File: config.mk
export PLATFORM = sky130hd
export DESIGN_NAME = immu_top
export DESIGN_NICKNAME = d
export VERILOG_FILES = /design/src/immu_pkg.sv /design/src/immu_req_decode.sv /design/src/immu_top.sv /design/src/itlb.sv /design/src/ptw.sv /design/src/xlate_result.sv
export VERILOG_INCLUDE_DIRS = /design/src /design/src/src
export SDC_FILE = /design/constraint.sdc
export NUM_CORES = 1
export LEC_CHECK = 0
export ABC_AREA = 1
export BUFFER_PORTS_ARGS = -buffer_cell sky130_fd_sc_hd__buf_2
export CORE_MARGIN = 4
export CORE_UTILIZATION = 30
export DETAILED_ROUTE_END_ITERATION = 12
export SKIP_LAST_GASP = 1
export SYNTH_ARGS = -nofsm -noshare
export SYNTH_HDL_FRONTEND = slang
export SYNTH_SLANG_ARGS = --single-unit
File: constraint.sdc
create_clock -name clk -period 10.17 [get_ports clk]
set_input_delay 2.034 -clock clk [delete_from_list [all_inputs] [get_ports clk]]
set_output_delay 2.034 -clock clk [all_outputs]
set_load 0.05 [all_outputs]
File: src/immu_settings.svh
`ifndef IMMU_SETTINGS_SVH
`define IMMU_SETTINGS_SVH

// Direct-mapped, must stay a power of two
`define IMMU_TLB_ENTRIES 4

// Fetch side starts with this many request credits
`define IMMU_REQ_CREDITS 2

// Outstanding page table reads the walker may hold
`define IMMU_MEM_CREDITS 2

`endif

File: src/immu_pkg.sv
package immu_pkg;

    // Sv32 page table entry, leaf and pointer share this layout
    typedef struct packed {
        logic [21:0] ppn;
        logic [1:0]  rsw;
        logic        d;
        logic        a;
        logic        g;
        logic        u;
        logic        x;
        logic        w;
        logic        r;
        logic        v;
    } pte_t;

    typedef struct packed {
        logic       valid;
        logic       page_4m;
        logic [9:0] vpn_1;
        logic [9:0] vpn_0;
        pte_t       pte;
    } tlb_entry_t;

    typedef struct packed {
        logic [19:0] vpn;
        logic [3:0]  tag;
    } xlate_req_t;

    typedef struct packed {
        logic [3:0]  tag;
        logic [21:0] ppn;
        logic        page_4m;
        logic        page_fault;
    } xlate_rsp_t;

    // Refill from the walker
    typedef struct packed {
        logic [19:0] vpn;
        pte_t        pte;
        logic        page_4m;
    } walk_fill_t;

    typedef struct packed {
        logic [33:0] addr;  // Physical byte address
    } mem_rd_req_t;

    typedef struct packed {
        logic [31:0] data;
    } mem_rd_rsp_t;

endpackage

File: src/immu_req_decode.sv
`include "immu_settings.svh"

module immu_req_decode
    import immu_pkg::*;
(
    input  logic        clk,
    input  logic        rst_n,
    input  logic        req_valid,
    input  xlate_req_t  req,
    output logic        req_credit,
    output logic        lookup_valid,
    output logic [19:0] lookup_vpn,
    output logic [3:0]  lookup_tag,
    input  logic        tlb_hit,
    output logic        walk_start,
    input  logic        walk_done,
    input  logic        rsp_issue
);

    localparam int DEPTH = `IMMU_REQ_CREDITS;
    localparam int PTR_W = (DEPTH > 1) ? $clog2(DEPTH) : 1;
    localparam int CNT_W = $clog2(DEPTH + 1);

    typedef enum logic [1:0] {
        ST_IDLE,
        ST_LOOKUP,
        ST_WALKING,
        ST_RETRY
    } state_t;

    state_t           state_q;
    state_t           state_d;
    xlate_req_t       fifo_mem [DEPTH];
    logic [PTR_W-1:0] wr_ptr_q;
    logic [PTR_W-1:0] rd_ptr_q;
    logic [CNT_W-1:0] count_q;
    logic [CNT_W-1:0] count_d;
    logic             push;
    logic             pop;

    // Credits bound the queue, so a push never finds it full
    assign push    = req_valid;
    assign pop     = rsp_issue;  // Head leaves when its response is formed
    assign count_d = count_q + CNT_W'(push) - CNT_W'(pop);

    assign lookup_valid = (state_q == ST_LOOKUP) || (state_q == ST_RETRY);
    assign lookup_vpn   = fifo_mem[rd_ptr_q].vpn;
    assign lookup_tag   = fifo_mem[rd_ptr_q].tag;

    always_comb begin
        state_d    = state_q;
        walk_start = 1'b0;
        case (state_q)
            ST_IDLE: begin
                if (push) begin
                    state_d = ST_LOOKUP;
                end
            end
            ST_LOOKUP, ST_RETRY: begin
                if (tlb_hit) begin
                    state_d = (count_d != '0) ? ST_LOOKUP : ST_IDLE;
                end else begin
                    // Miss, also after a fill lost to a flush
                    walk_start = 1'b1;
                    state_d    = ST_WALKING;
                end
            end
            ST_WALKING: begin
                if (walk_done) begin
                    if (rsp_issue) begin  // Walk fault answers directly
                        state_d = (count_d != '0) ? ST_LOOKUP : ST_IDLE;
                    end else begin
                        state_d = ST_RETRY;  // Fill lands this edge
                    end
                end
            end
            default: state_d = ST_IDLE;
        endcase
    end

    always_ff @(posedge clk or negedge rst_n) begin
        if (!rst_n) begin
            state_q    <= ST_IDLE;
            wr_ptr_q   <= '0;
            rd_ptr_q   <= '0;
            count_q    <= '0;
            req_credit <= 1'b0;
        end else begin
            state_q    <= state_d;
            count_q    <= count_d;
            req_credit <= rsp_issue;  // Lines up with rsp_valid
            if (push) begin
                wr_ptr_q <= (wr_ptr_q == PTR_W'(DEPTH - 1)) ? '0 : wr_ptr_q + 1'b1;
            end
            if (pop) begin
                rd_ptr_q <= (rd_ptr_q == PTR_W'(DEPTH - 1)) ? '0 : rd_ptr_q + 1'b1;
            end
        end
    end

    always_ff @(posedge clk) begin
        if (push) begin
            fifo_mem[wr_ptr_q] <= req;
        end
    end

endmodule

File: src/immu_top.sv
module immu_top
    import immu_pkg::*;
(
    input  logic        clk,
    input  logic        rst_n,
    input  logic [21:0] satp_ppn,
    input  logic        flush,
    input  logic        req_valid,
    input  xlate_req_t  req,
    output logic        req_credit,
    output logic        rsp_valid,
    output xlate_rsp_t  rsp,
    output logic        mem_req_valid,
    output mem_rd_req_t mem_req,
    input  logic        mem_rsp_valid,
    input  mem_rd_rsp_t mem_rsp
);

    logic        lookup_valid;
    logic [19:0] lookup_vpn;
    logic [3:0]  lookup_tag;
    logic        tlb_hit;
    pte_t        hit_pte;
    logic        hit_page_4m;
    logic        walk_start;
    logic        walk_done;
    logic        walk_fault;
    logic        fill_valid;
    walk_fill_t  fill;
    logic        rsp_issue;

    immu_req_decode u_decode (
        .clk          (clk),
        .rst_n        (rst_n),
        .req_valid    (req_valid),
        .req          (req),
        .req_credit   (req_credit),
        .lookup_valid (lookup_valid),
        .lookup_vpn   (lookup_vpn),
        .lookup_tag   (lookup_tag),
        .tlb_hit      (tlb_hit),
        .walk_start   (walk_start),
        .walk_done    (walk_done),
        .rsp_issue    (rsp_issue)
    );

    itlb u_itlb (
        .clk          (clk),
        .rst_n        (rst_n),
        .lookup_valid (lookup_valid),
        .lookup_vpn   (lookup_vpn),
        .hit          (tlb_hit),
        .hit_pte      (hit_pte),
        .hit_page_4m  (hit_page_4m),
        .fill_valid   (fill_valid),
        .fill         (fill),
        .flush        (flush)
    );

    ptw u_ptw (
        .clk           (clk),
        .rst_n         (rst_n),
        .satp_ppn      (satp_ppn),
        .walk_start    (walk_start),
        .walk_vpn      (lookup_vpn),  // Head request is the one walked
        .walk_done     (walk_done),
        .walk_fault    (walk_fault),
        .fill_valid    (fill_valid),
        .fill          (fill),
        .mem_req_valid (mem_req_valid),
        .mem_req       (mem_req),
        .mem_rsp_valid (mem_rsp_valid),
        .mem_rsp       (mem_rsp)
    );

    xlate_result u_result (
        .clk         (clk),
        .rst_n       (rst_n),
        .hit         (tlb_hit),
        .hit_pte     (hit_pte),
        .hit_page_4m (hit_page_4m),
        .walk_fault  (walk_fault),
        .walk_done   (walk_done),
        .lookup_vpn  (lookup_vpn),
        .lookup_tag  (lookup_tag),
        .rsp_issue   (rsp_issue),
        .rsp_valid   (rsp_valid),
        .rsp         (rsp)
    );

endmodule

File: src/itlb.sv
`include "immu_settings.svh"

module itlb
    import immu_pkg::*;
(
    input  logic        clk,
    input  logic        rst_n,
    input  logic        lookup_valid,
    input  logic [19:0] lookup_vpn,
    output logic        hit,
    output pte_t        hit_pte,
    output logic        hit_page_4m,
    input  logic        fill_valid,
    input  walk_fill_t  fill,
    input  logic        flush
);

    localparam int ENTRIES = `IMMU_TLB_ENTRIES;
    localparam int IDX_W   = $clog2(ENTRIES);

    tlb_entry_t       tlb_q [ENTRIES];
    tlb_entry_t       tlb_d [ENTRIES];
    tlb_entry_t       rd_entry;
    logic [IDX_W-1:0] sp_idx;
    logic [IDX_W-1:0] rd_idx;
    logic [IDX_W-1:0] wr_idx;
    logic             sp_sel;

    // Superpages sit at the low vpn_1 bits, 4 KiB pages at the low vpn_0 bits
    assign sp_idx   = lookup_vpn[10 +: IDX_W];
    assign sp_sel   = tlb_q[sp_idx].valid && tlb_q[sp_idx].page_4m;
    assign rd_idx   = sp_sel ? sp_idx : lookup_vpn[IDX_W-1:0];
    assign rd_entry = tlb_q[rd_idx];

    always_comb begin
        hit         = 1'b0;
        hit_pte     = '0;
        hit_page_4m = 1'b0;
        if (lookup_valid && rd_entry.valid &&
            (rd_entry.vpn_1 == lookup_vpn[19:10]) &&
            (rd_entry.page_4m || (rd_entry.vpn_0 == lookup_vpn[9:0]))) begin
            hit         = 1'b1;
            hit_pte     = rd_entry.pte;
            hit_page_4m = rd_entry.page_4m;
        end
    end

    // Write slot follows the same indexing as the read side
    assign wr_idx = fill.page_4m ? fill.vpn[10 +: IDX_W] : fill.vpn[IDX_W-1:0];

    always_comb begin
        tlb_d = tlb_q;
        if (flush) begin  // sfence.vma wins over a refill
            for (int i = 0; i < ENTRIES; i++) begin
                tlb_d[i].valid = 1'b0;
            end
        end else if (fill_valid) begin
            tlb_d[wr_idx].valid   = 1'b1;
            tlb_d[wr_idx].page_4m = fill.page_4m;
            tlb_d[wr_idx].vpn_1   = fill.vpn[19:10];
            tlb_d[wr_idx].vpn_0   = fill.vpn[9:0];
            tlb_d[wr_idx].pte     = fill.pte;
        end
    end

    always_ff @(posedge clk or negedge rst_n) begin
        if (!rst_n) begin
            for (int i = 0; i < ENTRIES; i++) begin
                tlb_q[i] <= '0;
            end
        end else begin
            tlb_q <= tlb_d;
        end
    end

endmodule

File: src/ptw.sv
`include "immu_settings.svh"

module ptw
    import immu_pkg::*;
(
    input  logic        clk,
    input  logic        rst_n,
    input  logic [21:0] satp_ppn,
    input  logic        walk_start,
    input  logic [19:0] walk_vpn,
    output logic        walk_done,
    output logic        walk_fault,
    output logic        fill_valid,
    output walk_fill_t  fill,
    output logic        mem_req_valid,
    output mem_rd_req_t mem_req,
    input  logic        mem_rsp_valid,
    input  mem_rd_rsp_t mem_rsp
);

    localparam int CRED_W = $clog2(`IMMU_MEM_CREDITS + 1);

    typedef enum logic [1:0] {
        PW_IDLE,
        PW_REQ,
        PW_WAIT
    } pw_state_t;

    pw_state_t         state_q;
    logic              lvl1_q;          // Set while reading level 1
    logic [CRED_W-1:0] mem_credits_q;
    logic [19:0]       walk_vpn_q;
    logic [33:0]       addr_q;
    logic              mem_issue;
    pte_t              rd_pte;
    logic              is_leaf;
    logic              bad_pte;

    assign mem_issue     = (state_q == PW_REQ) && (mem_credits_q != '0);
    assign mem_req_valid = mem_issue;
    assign mem_req.addr  = addr_q;

    // Entry classification
    assign rd_pte  = pte_t'(mem_rsp.data);
    assign is_leaf = rd_pte.r || rd_pte.x;
    assign bad_pte = !rd_pte.v
                   || (rd_pte.w && !rd_pte.r)   // Reserved encoding
                   || (is_leaf && !rd_pte.x)    // Not executable
                   || (!is_leaf && !lvl1_q);    // Pointer at level 0

    always_ff @(posedge clk or negedge rst_n) begin
        if (!rst_n) begin
            state_q       <= PW_IDLE;
            lvl1_q        <= 1'b1;
            mem_credits_q <= CRED_W'(`IMMU_MEM_CREDITS);
            walk_done     <= 1'b0;
            walk_fault    <= 1'b0;
            fill_valid    <= 1'b0;
        end else begin
            walk_done  <= 1'b0;
            walk_fault <= 1'b0;
            fill_valid <= 1'b0;
            case ({mem_issue, mem_rsp_valid})
                2'b10:   mem_credits_q <= mem_credits_q - 1'b1;
                2'b01:   mem_credits_q <= mem_credits_q + 1'b1;
                default: mem_credits_q <= mem_credits_q;
            endcase
            case (state_q)
                PW_IDLE: begin
                    if (walk_start) begin
                        lvl1_q  <= 1'b1;
                        state_q <= PW_REQ;
                    end
                end
                PW_REQ: begin
                    if (mem_issue) state_q <= PW_WAIT;  // Stalls without credit
                end
                PW_WAIT: begin
                    if (mem_rsp_valid) begin
                        if (bad_pte || is_leaf) begin
                            walk_done  <= 1'b1;
                            walk_fault <= bad_pte;
                            fill_valid <= !bad_pte;
                            state_q    <= PW_IDLE;
                        end else begin
                            lvl1_q  <= 1'b0;  // Descend to level 0
                            state_q <= PW_REQ;
                        end
                    end
                end
                default: state_q <= PW_IDLE;
            endcase
        end
    end

    always_ff @(posedge clk) begin
        if ((state_q == PW_IDLE) && walk_start) begin
            walk_vpn_q <= walk_vpn;
            addr_q     <= {satp_ppn, 12'h000} + 34'({walk_vpn[19:10], 2'b00});
        end else if ((state_q == PW_WAIT) && mem_rsp_valid) begin
            addr_q       <= {rd_pte.ppn, 12'h000} + 34'({walk_vpn_q[9:0], 2'b00});
            fill.vpn     <= walk_vpn_q;
            fill.pte     <= rd_pte;
            fill.page_4m <= lvl1_q;  // Leaf at level 1 maps 4 MiB
        end
    end

endmodule

File: src/xlate_result.sv
module xlate_result
    import immu_pkg::*;
(
    input  logic        clk,
    input  logic        rst_n,
    input  logic        hit,
    input  pte_t        hit_pte,
    input  logic        hit_page_4m,
    input  logic        walk_fault,
    input  logic        walk_done,
    input  logic [19:0] lookup_vpn,
    input  logic [3:0]  lookup_tag,
    output logic        rsp_issue,
    output logic        rsp_valid,
    output xlate_rsp_t  rsp
);

    // A response is formed on a hit or on a faulting walk
    assign rsp_issue = hit || (walk_done && walk_fault);

    always_ff @(posedge clk or negedge rst_n) begin
        if (!rst_n) begin
            rsp_valid <= 1'b0;
        end else begin
            rsp_valid <= rsp_issue;
        end
    end

    always_ff @(posedge clk) begin
        if (rsp_issue) begin
            rsp.tag <= lookup_tag;
            if (hit) begin
                // Superpage takes vpn_0 as its low page bits
                rsp.ppn        <= hit_page_4m ? {hit_pte.ppn[21:10], lookup_vpn[9:0]}
                                              : hit_pte.ppn;
                rsp.page_4m    <= hit_page_4m;
                rsp.page_fault <= 1'b0;
            end else begin
                rsp.ppn        <= '0;
                rsp.page_4m    <= 1'b0;
                rsp.page_fault <= 1'b1;
            end
        end
    end

endmodule

==> impl_metrics.json <==
{
  "insertion_delay_ns": 0.54,
  "crit_path_end_kind": "flop",
  "pwr-share-clk_pct": 27.5,
  "yosysTopAreaCell": "edfxtp_1",
  "p_leak_nw": 7.78,
  "netlist.area_leader.share_pct": 33.4,
  "min_path_cells": 0,
  "cts_made_buffers": 36,
  "synth_cell_type_count": 37,
  "area_growth_pct": 16.0,
  "drc_errors": 0,
  "final_cell_mix": "nand2_1 (506), o21ai_0 (220), dfrtp_1 (189), edfxtp_1 (171), buf_2 (138)",
  "yosysWarnings": 0,
  "period_minus_slack_ns": 6.29,
  "final_nets": 1775,
  "dieArea_um2": 55000,
  "drive_above_1_share_pct": 15.4,
  "grt_max_degree": 121,
  "hold_slack_ns": 0.419,
  "path_max_fanout": 59,
  "r2r_cells": 24,
  "powerDensity_nw_per_um2": 266,
  "dr.first_iter.drc_count": 909,
  "cts_sinks": 362,
  "synth_compound_gate_area_share_pct": 9.50,
  "sw_frac_of_total_pct": 37.6,
  "synth-xor-area-share_pct": 0.341,
  "vias": 11300,
  "tightest_slew_ns": 1.13,
  "status": "finished, final reports clean",
  "p_int_w": 0.00296,
  "setup_viol": 0,
  "combPwrFrac_pct": 31.3,
  "placed_area_um2": 16700,
  "holdPathEnd": "u_ptw.fill[49]",
  "seqPwrFrac_pct": 41.2,
  "ys_seq_area_share_pct": 64.4,
  "slew_headroom_pct": 24.3,
  "port_buffers": 139,
  "synth_seq_cells": 362,
  "clkTransAtPathRegs_ns": 0.06,
  "min_from": "u_ptw.walk_vpn_q[16]",
  "yosys-mux-area-fraction_pct": 0,
  "rsz0062_at_grt": "no",
  "post_drt_wl_per_cell_um": 16.7,
  "die_w_um": 234,
  "async_reset_ff_share_pct": 52.8,
  "antenna_found_initial": 1,
  "fmax_mhz": 159,
  "avgSynthCellArea_um2": 9.73,
  "die_h_um": 234,
  "core_um2": 50500,
  "grt_pass1_wl_mm": 62.1,
  "wl_mm": 40.0,
  "max-cap-violations": 0,
  "dp_cells": 2323,
  "final_cell_area_um2": 17900,
  "final_common_cell": "nand2_1",
  "synth_edf_count": 171,
  "fin_crit_sh_pct": 61.8,
  "maxSlewViolCount": 0,
  "r2r_setup_slack_ns": 3.88,
  "syn-cell-area_um2": 15400,
  "via_per_inst": 4.74,
  "clockBufferDepth": 3,
  "cts_setup_buffers": 0,
  "synthAdderAreaFrac_pct": 0.244,
  "r2r_end": "u_decode.state_q[0]",
  "final.setup.tns_ns": 0,
  "hold_violations": 0,
  "p_switching_w": 0.00178,
  "cts_tree": "built",
  "cts_root_buffer": "clkbuf_16",
  "grt_usage_pct": 14.4,
  "netlist_instances": 1582,
  "start_kind": "flop",
  "ys.flop_type": "dfrtp_1",
  "synth_simple_gate_area_share_pct": 20.1,
  "nFillCells": 5130,
  "dpl.hpwl_mm": 25.2,
  "synth_top_family_by_area": "simple AND/OR/NAND/NOR gates",
  "crit_arrival_ns": 6.66,
  "postRouteAntennaNets": 0,
  "hold_buffers": 0,
  "holdCritPathClass": "flop to flop",
  "gp_congestion": 0.818,
  "grt_pass1_vias": 11100,
  "first_pass_iters": 6,
  "ys_top_cells_by_area": "edfxtp_1 (33%), dfrtp_1 (31%), nand2_1 (12%)",
  "gr-total-overflow": 0,
  "worstReg2RegStart": "u_decode.rd_ptr_q",
  "finish.utilization_pct": 35.4,
  "pin_count": 148,
  "fp-row-count": 82,
  "required_ns": 10.54,
  "cts-resized-gates": 0,
  "ir_worst_vdd_mv": 0.164,
  "initial_core_util_pct": 30.5,
  "htreeDepth": 2,
  "skew_ns": 0.0183,
  "fin_cells": 2390,
  "critical_path_class": "flop to flop"
}
cells in the mapped netlist (9+ instances only):
cell,instances
dfrtp_1,189
a21oi_1,28
inv_1,108
or2_2,16
buf_2,13
nand3_1,76
nor3_2,10
nand2_1,508
nor2_1,73
o21ai_1,11
buf_4,9
o22ai_1,10
clkbuf_1,57
o21ai_0,220
edfxtp_1,171
nand4_1,32
power by group through the flow:
stage | registers (W) | logic, W | clock network [W]
2_1_floorplan | 0.00211 | 0.000893 | 0
5_1_grt | 0.00198 | 0.00165 | 0.00140
6_report | 0.00195 | 0.00148 | 0.00130
4_1_cts | 0.00195 | 0.00150 | 0.00134
3_5_place_dp | 0.00198 | 0.00149 | 0
3_3_place_gp | 0.00197 | 0.00147 | 0
worst max path at each step:
| stage | slack (ns) | cells past startpoint | start | end |
|---|---|---|---|---|
| after floorplan | 6.49 | 25 | u_decode.rd_ptr_q | u_decode.state_q[0] |
| after global placement | 3.90 | 24 | u_decode.rd_ptr_q | u_decode.state_q[0] |
| after detailed placement | 3.87 | 24 | u_decode.rd_ptr_q | u_decode.state_q[0] |
| after CTS | 3.82 | 24 | u_decode.rd_ptr_q | u_decode.state_q[0] |
| after global routing | 3.40 | 25 | u_decode.rd_ptr_q | u_decode.state_q[0] |
| final | 3.88 | 24 | u_decode.rd_ptr_q | u_decode.state_q[0] |
per-layer routing:
layer	share of wire [%]	GRT usage, %
met1	46	20.3
met2	47	23.3
met3	5.5	2.23
met4	1.8	3.49
met5	0.033	0
state kept, by name, summed over array words and instances, names as in the netlist, 2 cells and up:
name,cells
u_ptw.state_q,2
u_decode.state_q,2
u_ptw.fill,43
u_ptw.mem_credits_q,2
u_decode.count_q,2
u_itlb.tlb_q,176
u_ptw.walk_vpn_q,20
u_ptw.mem_req,32
u_result.rsp,28
u_decode.fifo_mem,48
cell families (layout without fill, tap and decap cells):
kind of cell | Yosys count | after routing
and+or+nand+nor | 733 | 733
adders and majority gates | 3 | 3
other | 1 | 3
DFF | 362 | 362
buffers and inverters | 198 | 332
AOI/OAI and AO/OA | 279 | 279
xor gates and xnor gates | 6 | 6
area by class of cell:
class | instances | area, um2 | share of cell area [%]
tap | 672 | 841 | 4.71
sequential | 362 | 9920 | 55.5
antenna | 1 | 2.50 | 0.0140
inverter | 111 | 418 | 2.34
clock buffer | 44 | 971 | 5.44
clock inverter | 22 | 189 | 1.06
multi-input combinational | 1023 | 4700 | 26.3
timing repair buffer | 155 | 825 | 4.62
critical path: stages, from the launching register on:
cell     delay, ns
dfrtp_1       0.38
inv_1         0.05
buf_4         0.24
nand2_1       0.10
o21ai_2       0.16
nand3_2       0.18
nand2_4       0.17
nand2_1       0.10
nand2_2       0.50
buf_4         0.68
nand2_1       0.13
nand3_1       0.15
nand3_1       0.13
nand2_1       0.08
nor2_1        0.04
nand3_1       0.12
nor2_1        0.11
o21ai_4       0.28
buf_4         0.57
nand2_2       0.72
ha_1          0.56
inv_1         0.04
ha_1          0.28
nor3_1        0.18
a21oi_1       0.09
metrics by stage:
step | power (W) | setup WS (ns)
2_1_floorplan | 0.00301 | 6.49
3_3_place_gp | 0.00345 | 3.90
3_5_place_dp | 0.00347 | 3.87
4_1_cts | 0.00479 | 3.82
5_1_grt | 0.00502 | 3.40
6_report | 0.00474 | 3.88
(Power assumes the default switching activity.)
